<file path="config.mk">
export PLATFORM = sky130hd
export DESIGN_NAME = apb_seq_top
export DESIGN_NICKNAME = d
export VERILOG_FILES = /design/src/apb_seq_pkg.sv /design/src/apb_master.sv /design/src/apb_seq_top.sv /design/src/cmd_store.sv /design/src/seq_control.sv
export SDC_FILE = /design/constraint.sdc
export NUM_CORES = 1
export LEC_CHECK = 0
export BUFFER_PORTS_ARGS = -buffer_cell sky130_fd_sc_hd__buf_2
export CAP_MARGIN = 10
export CORE_MARGIN = 2
export CORE_UTILIZATION = 56
export DETAILED_ROUTE_END_ITERATION = 8
export PLACE_DENSITY_LB_ADDON = 0.25
export SLEW_MARGIN = 5
export SYNTH_ARGS = -nofsm -noshare
export SYNTH_HDL_FRONTEND = slang
export SYNTH_SLANG_ARGS = --single-unit
</file>
<file path="constraint.sdc">
create_clock -name clk -period 13.9 [get_ports clk]
set_clock_uncertainty 0.1 [all_clocks]
set_input_delay 4.17 -clock clk [delete_from_list [all_inputs] [get_ports clk]]
set_output_delay 4.17 -clock clk [all_outputs]
set_load 0.01 [all_outputs]
</file>
<file path="src/apb_seq_pkg.sv">
package apb_seq_pkg;

    // Bus and program sizes
    localparam int addr_w     = 16;
    localparam int data_w     = 32;
    localparam int prog_depth = 32;
    localparam int pc_w       = 5;
    localparam int op_w       = 3;
    localparam int cmd_w      = op_w + addr_w + data_w;

    // Any other opcode is rejected at decode
    localparam logic [op_w-1:0] op_write  = 3'd0;
    localparam logic [op_w-1:0] op_read   = 3'd1;
    localparam logic [op_w-1:0] op_branch = 3'd2;
    localparam logic [op_w-1:0] op_goto   = 3'd3;

    // Sequencer FSM encoding
    localparam int st_w = 3;
    localparam logic [st_w-1:0] st_idle      = 3'd0;
    localparam logic [st_w-1:0] st_decode    = 3'd1;
    localparam logic [st_w-1:0] st_wait_xfer = 3'd2;
    localparam logic [st_w-1:0] st_finished  = 3'd3;
    localparam logic [st_w-1:0] st_failed    = 3'd4;

    // One command word read as a bus access or as a jump
    typedef union packed {
        struct packed {
            logic [op_w-1:0]   op;
            logic [addr_w-1:0] addr;
            logic [data_w-1:0] wdata;
        } acc;
        struct packed {
            logic [op_w-1:0]              op;
            logic [pc_w-1:0]              target;
            logic [cmd_w-op_w-pc_w-1:0]   pad;
        } jmp;
    } cmd_word_u;

endpackage

</file>
<file path="src/apb_master.sv">
`timescale 1ns/1ps

module apb_master import apb_seq_pkg::*; (
    input  logic              clk,
    input  logic              rst_n,
    input  logic              issue,
    input  logic              xfer_write,
    input  logic [addr_w-1:0] xfer_addr,
    input  logic [data_w-1:0] xfer_wdata,
    output logic              xfer_done,
    output logic              xfer_err,
    output logic              xfer_rdata_nz,
    output logic [addr_w-1:0] paddr,
    output logic              psel,
    output logic              penable,
    output logic              pwrite,
    output logic [data_w-1:0] pwdata,
    input  logic              pready,
    input  logic [data_w-1:0] prdata,
    input  logic              pslverr
);

    logic access_end;

    // Last access cycle
    assign access_end = psel && penable && pready;

    // psel and penable encode idle, setup and access
    always_ff @(posedge clk or negedge rst_n) begin
        if (!rst_n) begin
            psel    <= 1'b0;
            penable <= 1'b0;
            pwrite  <= 1'b0;
        end else begin
            if (issue) begin
                psel    <= 1'b1;
                penable <= 1'b0;
                pwrite  <= xfer_write;
            end else if (psel && !penable) begin
                penable <= 1'b1;
            end else if (access_end) begin
                psel    <= 1'b0;
                penable <= 1'b0;
            end
        end
    end

    // Address and data held until the next request
    always_ff @(posedge clk) begin
        if (issue) begin
            paddr  <= xfer_addr;
            pwdata <= xfer_wdata;
        end
    end

    // Completion reported in the cycle pready is sampled
    assign xfer_done     = access_end;
    assign xfer_err      = pslverr;
    assign xfer_rdata_nz = |prdata;

endmodule

</file>
<file path="src/apb_seq_top.sv">
`timescale 1ns/1ps

module apb_seq_top import apb_seq_pkg::*; (
    input  logic              clk,
    input  logic              rst_n,
    input  logic              load_en,
    input  logic [pc_w-1:0]   load_addr,
    input  cmd_word_u         load_word,
    input  logic [pc_w:0]     prog_len,
    input  logic              start,
    output logic              done,
    output logic              error,
    output logic [addr_w-1:0] paddr,
    output logic              psel,
    output logic              penable,
    output logic              pwrite,
    output logic [data_w-1:0] pwdata,
    input  logic              pready,
    input  logic [data_w-1:0] prdata,
    input  logic              pslverr
);

    logic [pc_w-1:0]   pc;
    cmd_word_u         fetch_word;
    logic              issue;
    logic              xfer_write;
    logic [addr_w-1:0] xfer_addr;
    logic [data_w-1:0] xfer_wdata;
    logic              xfer_done;
    logic              xfer_err;
    logic              xfer_rdata_nz;

    cmd_store u_store (
        .clk        (clk),
        .load_en    (load_en),
        .load_addr  (load_addr),
        .load_word  (load_word),
        .pc         (pc),
        .fetch_word (fetch_word)
    );

    seq_control u_ctrl (
        .clk           (clk),
        .rst_n         (rst_n),
        .start         (start),
        .prog_len      (prog_len),
        .fetch_word    (fetch_word),
        .pc            (pc),
        .issue         (issue),
        .xfer_write    (xfer_write),
        .xfer_addr     (xfer_addr),
        .xfer_wdata    (xfer_wdata),
        .xfer_done     (xfer_done),
        .xfer_err      (xfer_err),
        .xfer_rdata_nz (xfer_rdata_nz),
        .done          (done),
        .error         (error)
    );

    apb_master u_apb (
        .clk           (clk),
        .rst_n         (rst_n),
        .issue         (issue),
        .xfer_write    (xfer_write),
        .xfer_addr     (xfer_addr),
        .xfer_wdata    (xfer_wdata),
        .xfer_done     (xfer_done),
        .xfer_err      (xfer_err),
        .xfer_rdata_nz (xfer_rdata_nz),
        .paddr         (paddr),
        .psel          (psel),
        .penable       (penable),
        .pwrite        (pwrite),
        .pwdata        (pwdata),
        .pready        (pready),
        .prdata        (prdata),
        .pslverr       (pslverr)
    );

endmodule

</file>
<file path="src/cmd_store.sv">
`timescale 1ns/1ps

module cmd_store import apb_seq_pkg::*; (
    input  logic            clk,
    input  logic            load_en,
    input  logic [pc_w-1:0] load_addr,
    input  cmd_word_u       load_word,
    input  logic [pc_w-1:0] pc,
    output cmd_word_u       fetch_word
);

    // Program memory filled before start
    cmd_word_u mem [prog_depth];

    always_ff @(posedge clk) begin
        if (load_en) begin
            mem[load_addr] <= load_word;
        end
    end

    // Fetch is combinational so decode sees the word at pc in the same cycle
    assign fetch_word = mem[pc];

endmodule

</file>
<file path="src/seq_control.sv">
`timescale 1ns/1ps

module seq_control import apb_seq_pkg::*; (
    input  logic              clk,
    input  logic              rst_n,
    input  logic              start,
    input  logic [pc_w:0]     prog_len,
    input  cmd_word_u         fetch_word,
    output logic [pc_w-1:0]   pc,
    output logic              issue,
    output logic              xfer_write,
    output logic [addr_w-1:0] xfer_addr,
    output logic [data_w-1:0] xfer_wdata,
    input  logic              xfer_done,
    input  logic              xfer_err,
    input  logic              xfer_rdata_nz,
    output logic              done,
    output logic              error
);

    logic [st_w-1:0] state;
    // One bit wider than pc so a full 32 entry program can reach its end
    logic [pc_w:0]   pc_cnt;
    logic [pc_w:0]   pc_inc;
    logic            branch_flag;
    logic            rd_pending;
    logic            at_end;
    logic            is_access;

    assign pc     = pc_cnt[pc_w-1:0];
    assign pc_inc = pc_cnt + 1'b1;
    assign at_end = pc_cnt >= prog_len;

    assign is_access = (fetch_word.acc.op == op_write) || (fetch_word.acc.op == op_read);

    // Request to the APB master straight from the fetched word
    assign issue      = (state == st_decode) && !at_end && is_access;
    assign xfer_write = fetch_word.acc.op == op_write;
    assign xfer_addr  = fetch_word.acc.addr;
    assign xfer_wdata = fetch_word.acc.wdata;

    assign done  = state == st_finished;
    assign error = state == st_failed;

    always_ff @(posedge clk or negedge rst_n) begin
        if (!rst_n) begin
            state       <= st_idle;
            pc_cnt      <= '0;
            branch_flag <= 1'b0;
            rd_pending  <= 1'b0;
        end else begin
            case (state)
                st_idle, st_finished, st_failed: begin
                    if (start) begin
                        state  <= st_decode;
                        pc_cnt <= '0;
                    end
                end

                st_decode: begin
                    if (at_end) begin
                        state <= st_finished;
                    end else begin
                        case (fetch_word.acc.op)
                            op_write, op_read: begin
                                rd_pending <= fetch_word.acc.op == op_read;
                                state      <= st_wait_xfer;
                            end
                            op_goto: begin
                                pc_cnt <= {1'b0, fetch_word.jmp.target};
                            end
                            op_branch: begin
                                if (branch_flag) begin
                                    pc_cnt <= {1'b0, fetch_word.jmp.target};
                                end else begin
                                    pc_cnt <= pc_inc;
                                end
                            end
                            default: begin
                                state <= st_failed;
                            end
                        endcase
                    end
                end

                st_wait_xfer: begin
                    if (xfer_done) begin
                        if (xfer_err) begin
                            state <= st_failed;
                        end else begin
                            // Branch condition only follows reads
                            if (rd_pending) begin
                                branch_flag <= xfer_rdata_nz;
                            end
                            pc_cnt <= pc_inc;
                            state  <= st_decode;
                        end
                    end
                end

                default: begin
                    state <= st_idle;
                end
            endcase
        end
    end

endmodule

</file>
==> results of run 1 <==
-- worst max-delay path by stage --
stage	start	to	slack, ps	cells past startpoint
3_5_place_dp	load_addr[0]	u_store.mem[6][31]	6780	4
2_1_floorplan	prog_len[0]	u_ctrl.rd_pending	4310	7
6_report	load_en	u_store.mem[7][26]	7570	4
5_1_grt	u_ctrl.pc_cnt[0]	u_ctrl.rd_pending	7420	9
3_3_place_gp	prog_len[0]	u_ctrl.rd_pending	6760	9
4_1_cts	load_addr[0]	u_store.mem[6][19]	7590	4
-- power by group --
part / leakage [nW] / switching, mW / internal, mW
registers: 15.3 / 0.129 / 5.78
clock network: 2.60 / 1.85 / 2.55
logic: 4.81 / 1.62 / 1.05
-- registers in the layout (all words and copies together), names as in the netlist --
register / cells
u_ctrl.pc_cnt: 6
u_ctrl.branch_flag: 1
u_store.mem: 1632
u_apb.pwdata: 32
u_apb.paddr: 16
u_apb.pwrite: 1
u_apb.psel: 1
u_apb.penable: 1
u_ctrl.state: 3
u_ctrl.rd_pending: 1
-- layout make-up --
cell class              instances  area [um^2]
clock inverters                92        880.8
fillers                      7682        42690
flip-flops and latches       1694        50820
inverters                      12        47.55
clock buffers                 206         4453
repair buffers                208         1206
multi-input cells            1336        13710
diodes                          8        20.02
well taps                    1524         1907
-- cell families after synthesis --
group                      Yosys count  synth area share
DFF                               1694            0.7809
muxes                              608            0.1380
and+or+nand+nor                    309           0.02027
adders and majority gates            7          0.001346
buffers and inverters              190           0.01229
AOI/OAI and AO/OA                  412           0.04713
-- cell usage in the layout, fill, tap and decap left out, drive strengths merged, types with 18 or more instances in the layout --
cell    instances
o221ai        216
mux4          230
clkbuf        206
mux2i         376
a21oi          53
edfxtp       1680
inv            18
buf           208
o22ai          45
clkinv         66
o21ai          54
nor2           95
nand2         153
-- metrics by stage --
| stage | cells | cell area, um^2 | utilization | hold WS, ps |
|---|---|---|---|---|
| after floorplan | 3220 | 65050 | - | 380.4 |
| after global placement | 4774 | 67690 | 0.5849 | 424.8 |
| after detailed placement | 4774 | 67690 | 0.5849 | 412.0 |
| after CTS | 5072 | 73020 | 0.6309 | 424.8 |
| after global routing | 5074 | 73030 | 0.6310 | 456.2 |
| final | 5080 | 73040 | 0.6311 | 420.2 |
-- per-layer routing --
metal | GRT usage | wire length [um] | vias to the layer above
li1 | - | - | 13908
met1 | 0.3935 | 64040 | 17458
met2 | 0.4122 | 74300 | 1858
met3 | 0.05096 | 14820 | 243
met4 | 0.07071 | 3388 | 10
met5 | 0 | 61 | -
==> results.tsv, run 1 <==
metric	value	unit
Crit Path Class	in2reg	
CTS max path bufs	3	
DRC viols	0	
WP buf/inv	2	
end of the worst hold path	u_ctrl.rd_pending	
Synth top area share	0.7755	
Final Hold Vio Count	0	
max_cap viols	0	
reg-to-reg startpoint	u_ctrl.pc_cnt[0]	
clock tree sinks	1694	
Synth area leaders	edfxtp_1, mux4_2, mux2i_1	
post-route minimum period	6326	ps
CTS tree	built	
Net count, final	3526	
setup_tns	0	ps
grt total ovfl	0	
post-synthesis sequential area ratio	0.7809	
Lkg Pwr	22.72	nW
RSZ-0062 raised after global routing	false	
Site Rows	125	
critical path's top delay family	simple AND/OR/NAND/NOR gates	
r2r endpoint	u_ctrl.rd_pending	
vias in the first global route	33488	
worst setup margin	7574	ps
Max Slew Vio Count	0	
Worst Min Path Start	u_ctrl.rd_pending	
type of the tightest min-delay check	reg2reg	
CP required	14200	ps
1st-pass router iterations	5	
Async SR Flop Fraction	0.008264	
flop2flop setup slack	7760	ps
hold depth	1	
Worst Path Arrival	6630	ps
dominant synthesized flop cell	edfxtp_1	
Setup Buffers After CTS	0	
initial antenna violation count	10	
largest net degree at the start of global routing	124	
vias	33477	
Worst Setup End Kind	register	
Starting Density	0.5620	
CP max stage cell	nor2_4	
clk_lat worst skew	770	ps
period utilization	0.4551	
#FFs+latches synth	1694	
worst-margin pin slew	1288	ps
most common cell in the netlist	edfxtp_1	
number of synthesized flops with an enable pin	1680	
vias per cell	6.590	
HPWL Detailed	84750	um
pwr/cell area	177.6	nW/um^2
Die X-Extent	344.8	um
Post-CTS Hold Buffers	0	
layout cells sized above 1	0.2018	
first-pass GRT wire length	227100	um
worst slack at placement	6783	ps
chip height	344.8	um
top cells by count, synth	edfxtp_1, mux2i_1, mux4_2	
Num CTS Buffers	167	
cell taking the most area after synthesis	edfxtp_1	
DRT iter0 DRCs	4153	
relative slew slack	0.1414	
core area	115700	um^2
Final GP Congestion	0.8060	
H-tree depth	4	
Distinct cells, synth	55	
Total GRT Usage	0.2657	
final setup fails	0	
post-CTS resize count	0	
syn_area_per_cell	20.20	um^2
WL/cell	30.83	um
R2R depth	9	
Cells after Synth	3220	
Ys Warns	0	
CTS root buf	clkbuf_16	
critical-path cell list	buf_2 > nand3_1 > nor2_4 > buf_4	
die area	118900	um^2
outcome	finished, final reports clean	
port bufs	152	
Final ANT Viol Nets	0	
area growth from synthesis to layout	12.29	%
Crit path largest cell delay	1100	ps
Max Fclk	0.1581	GHz
final WL	156600	um
Max FO, Critical Path	29	
Worst-path clk slew	60	ps
Worst VDD drop	0.1275	mV
syn nets	3327	
total I/O pin count	153	
Worst setup SP type	input port	
Power, Total	12.97	mW
synthesized area	65050	um^2
Power figures use the tool's default switching activity.
==> run 2, diff against run 1 <==
==> constraint.sdc (replaced) <==
create_clock -name clk -period 5.4 [get_ports clk]
set_clock_uncertainty 0.1 [all_clocks]
set_input_delay 1.62 -clock clk [delete_from_list [all_inputs] [get_ports clk]]
set_output_delay 1.62 -clock clk [all_outputs]
set_load 0.01 [all_outputs]
==> run 2 against run 1 <==
Effect of this change: global-route usage is 0.82 points lower; largest power group unchanged; critical endpoint is now u_ctrl.pc_cnt[4]; wire length down 2.8%; clock power increased by 150%; non-clock buffer count rose by 29; hold slack gained 5.4 ps; register-to-register slack worse by 6300 ps; final cell count grew 0.30%; utilization up 0.082 points; critical path type is now reg2reg.
==> results.tsv, run 2 (synthesized netlist as in run 1, its figures left out) <==
metric	value	unit	change
Crit path largest cell delay	920	ps	-180 ps
setup_tns	0	ps	unchanged
vias per cell	6.535		-0.83%
commonest non-fill, non-tap cell in the layout	edfxtp_1		
register share of total power	0.469		+0.013
clock tree sinks	1694		unchanged
worst-margin pin slew	1135	ps	-153.1 ps
die area	118900	um^2	unchanged
layout cells sized above 1	0.2050		+0.003238
CTS max path bufs	3		unchanged
Net count, final	3551		+0.71%
Largest regs	u_store.mem (1632), u_apb.pwdata (32), u_apb.paddr (16)		
Num CTS Buffers	163		-2.4%
area growth from synthesis to layout	12.44	%	
largest net degree at the start of global routing	128		+3.2%
Final Hold Vio Count	0		unchanged
CTS root buf	clkbuf_16		
Final GP Congestion	0.8192		+1.6%
Switching Fraction	0.2703		-0.006549
post-CTS resize count	0		unchanged
Worst-path clk slew	60	ps	about the same
DRC viols	0		unchanged
total I/O pin count	153		unchanged
WL/cell	29.88	um	-3.1%
RSZ-0062 raised after global routing	false		
Worst VDD drop	0.3046	mV	+140%
core area	115700	um^2	unchanged
Worst Setup End Kind	register		
H-tree depth	4		unchanged
Worst setup SP type	register		
type of the tightest min-delay check	reg2reg		
R2R depth	8		-1
final setup fails	0		unchanged
clock share of power	0.331		-0.008
grt total ovfl	0		unchanged
vias	33297		-0.54%
Max FO, Critical Path	37		+28%
DRT iter0 DRCs	4012		-3.4%
Die X-Extent	344.8	um	unchanged
Max Slew Vio Count	0		unchanged
initial antenna violation count	4		-6
max FFs per register	1632		unchanged
max_cap viols	0		unchanged
Max Fclk	0.2550	GHz	
logic gate share of total power	0.200		-0.005
fill count	7732		+0.65%
Setup Buffers After CTS	0		unchanged
outcome	finished, final reports clean		
Worst Path Arrival	4440	ps	-2190 ps
CP max stage cell	dfrtp_4		
1st-pass router iterations	5		unchanged
chip height	344.8	um	unchanged
Total GRT Usage	0.2575		-0.008165
P_sw	8.792	mW	+140%
HPWL Detailed	80590	um	-4.9%
relative slew slack	0.2435		+0.1021
hold depth	1		unchanged
critical-path cell list	buf_4 > mux4_2 > mux4_2 > nor2_1 > a31oi_1 > o31a_1 > a221oi_1 > o2bb2ai_1		
Final ANT Viol Nets	0		unchanged
Post-CTS Hold Buffers	0		unchanged
vias in the first global route	33576		+0.26%
post-route minimum period	3922	ps	
Power, Total	32.53	mW	+150%
CTS tree	built		
Int Power	23.73	mW	+150%
Biggest register	u_store.mem		
cell mode on critical path	mux4_2		
clk_lat worst skew	750	ps	-20 ps
Site Rows	125		unchanged
commonest non-fill, non-tap cells in the layout	edfxtp_1, mux2i_1, mux4_2, o221ai_1, clkbuf_16		
period utilization	0.7263		
port bufs	152		unchanged
Lkg Pwr	22.79	nW	+0.30%
CP required	5920	ps	-8280 ps
Crit Path Class	reg2reg		
final WL	152200	um	-2.8%
first-pass GRT wire length	221500	um	-2.4%
pwr/cell area	444.7	nW/um^2	+150%
Starting Density	0.5620		unchanged
==> run 2: changes by cell type in the layout (fill, tap and decap cells not counted), moves of 2 or more <==
cell | before | now
buf_12 | 2 | 20
buf_4 | 54 | 65
bufinv_16 | 15 | 10
clkbuf_16 | 173 | 167
clkinv_1 | 36 | 42
clkinv_2 | 26 | 31
clkinvlp_4 | 5 | 3
diode_2 | 8 | 1
inv_6 | 5 | 2
==> run 2: cell type report <==
cell class,count,area [um^2],share of cell area
clock inverters,91,694.4,0.009495
multi-input cells,1336,13720,0.1875
well taps,1524,1907,0.02607
repair buffers,237,1649,0.02255
clock buffers,200,4303,0.05883
inverters,12,47.55,0.0006501
flip-flops and latches,1694,50820,0.6948
diodes,1,2.502,0.00003421
==> run 2: layer usage <==
metal  up-vias  wire length, um  track usage
met5         -               17            0
met4         2             3642      0.07359
met3       267            12740      0.04749
met2      1611            73640       0.4096
met1     17494            62180       0.3711
li1      13923                -            -
==> run 2: power by group through the flow <==
stage | clock [mW] | sequential [mW] | combinational, mW
floorplan | 0 | 15.3 | 4.66
CTS | 10.9 | 15.3 | 6.52
detailed placement | 0 | 15.5 | 6.50
global route | 11.4 | 15.3 | 6.99
finish | 10.8 | 15.2 | 6.52
global placement | 0 | 15.5 | 6.35
==> run 2: worst max-delay path: cells and delay by family (launching register included) <==
kind                   cells  cell delay (ps)
buffers and inverters      1              680
flip-flops                 1              920
multiplexers               2             1080
AND/OR/NAND/NOR            1              140
AO/OA/AOI/OAI              4              830
==> run 2: path summary, 6_finish.rpt <==
kind	endpoint	from	slack, ps
hold reg to reg	u_ctrl.rd_pending	u_ctrl.rd_pending	430
setup reg to reg	u_ctrl.pc_cnt[4]	u_ctrl.pc_cnt[0]	1480
setup / recovery	u_ctrl.pc_cnt[4]	u_ctrl.pc_cnt[0]	1480
max in group asynchronous	u_ctrl.pc_cnt[4]	rst_n	4250
min in group asynchronous	u_ctrl.state[1]	rst_n	660
hold / removal	u_ctrl.rd_pending	u_ctrl.rd_pending	430
==> run 2: through the flow <==
step           area (um^2)    util  cells  hold WS (ps)  worst slack (ps)
5_1_grt              73140  0.6319   5095         440.9              1167
6_report             73140  0.6319   5095         425.5              1478
3_5_place_dp         68140  0.5887   4803         411.2              1178
3_3_place_gp         68140  0.5887   4803         414.5              1077
4_1_cts              73140  0.6319   5094         425.4              1443
2_1_floorplan        65060       -   3220         380.3             421.7
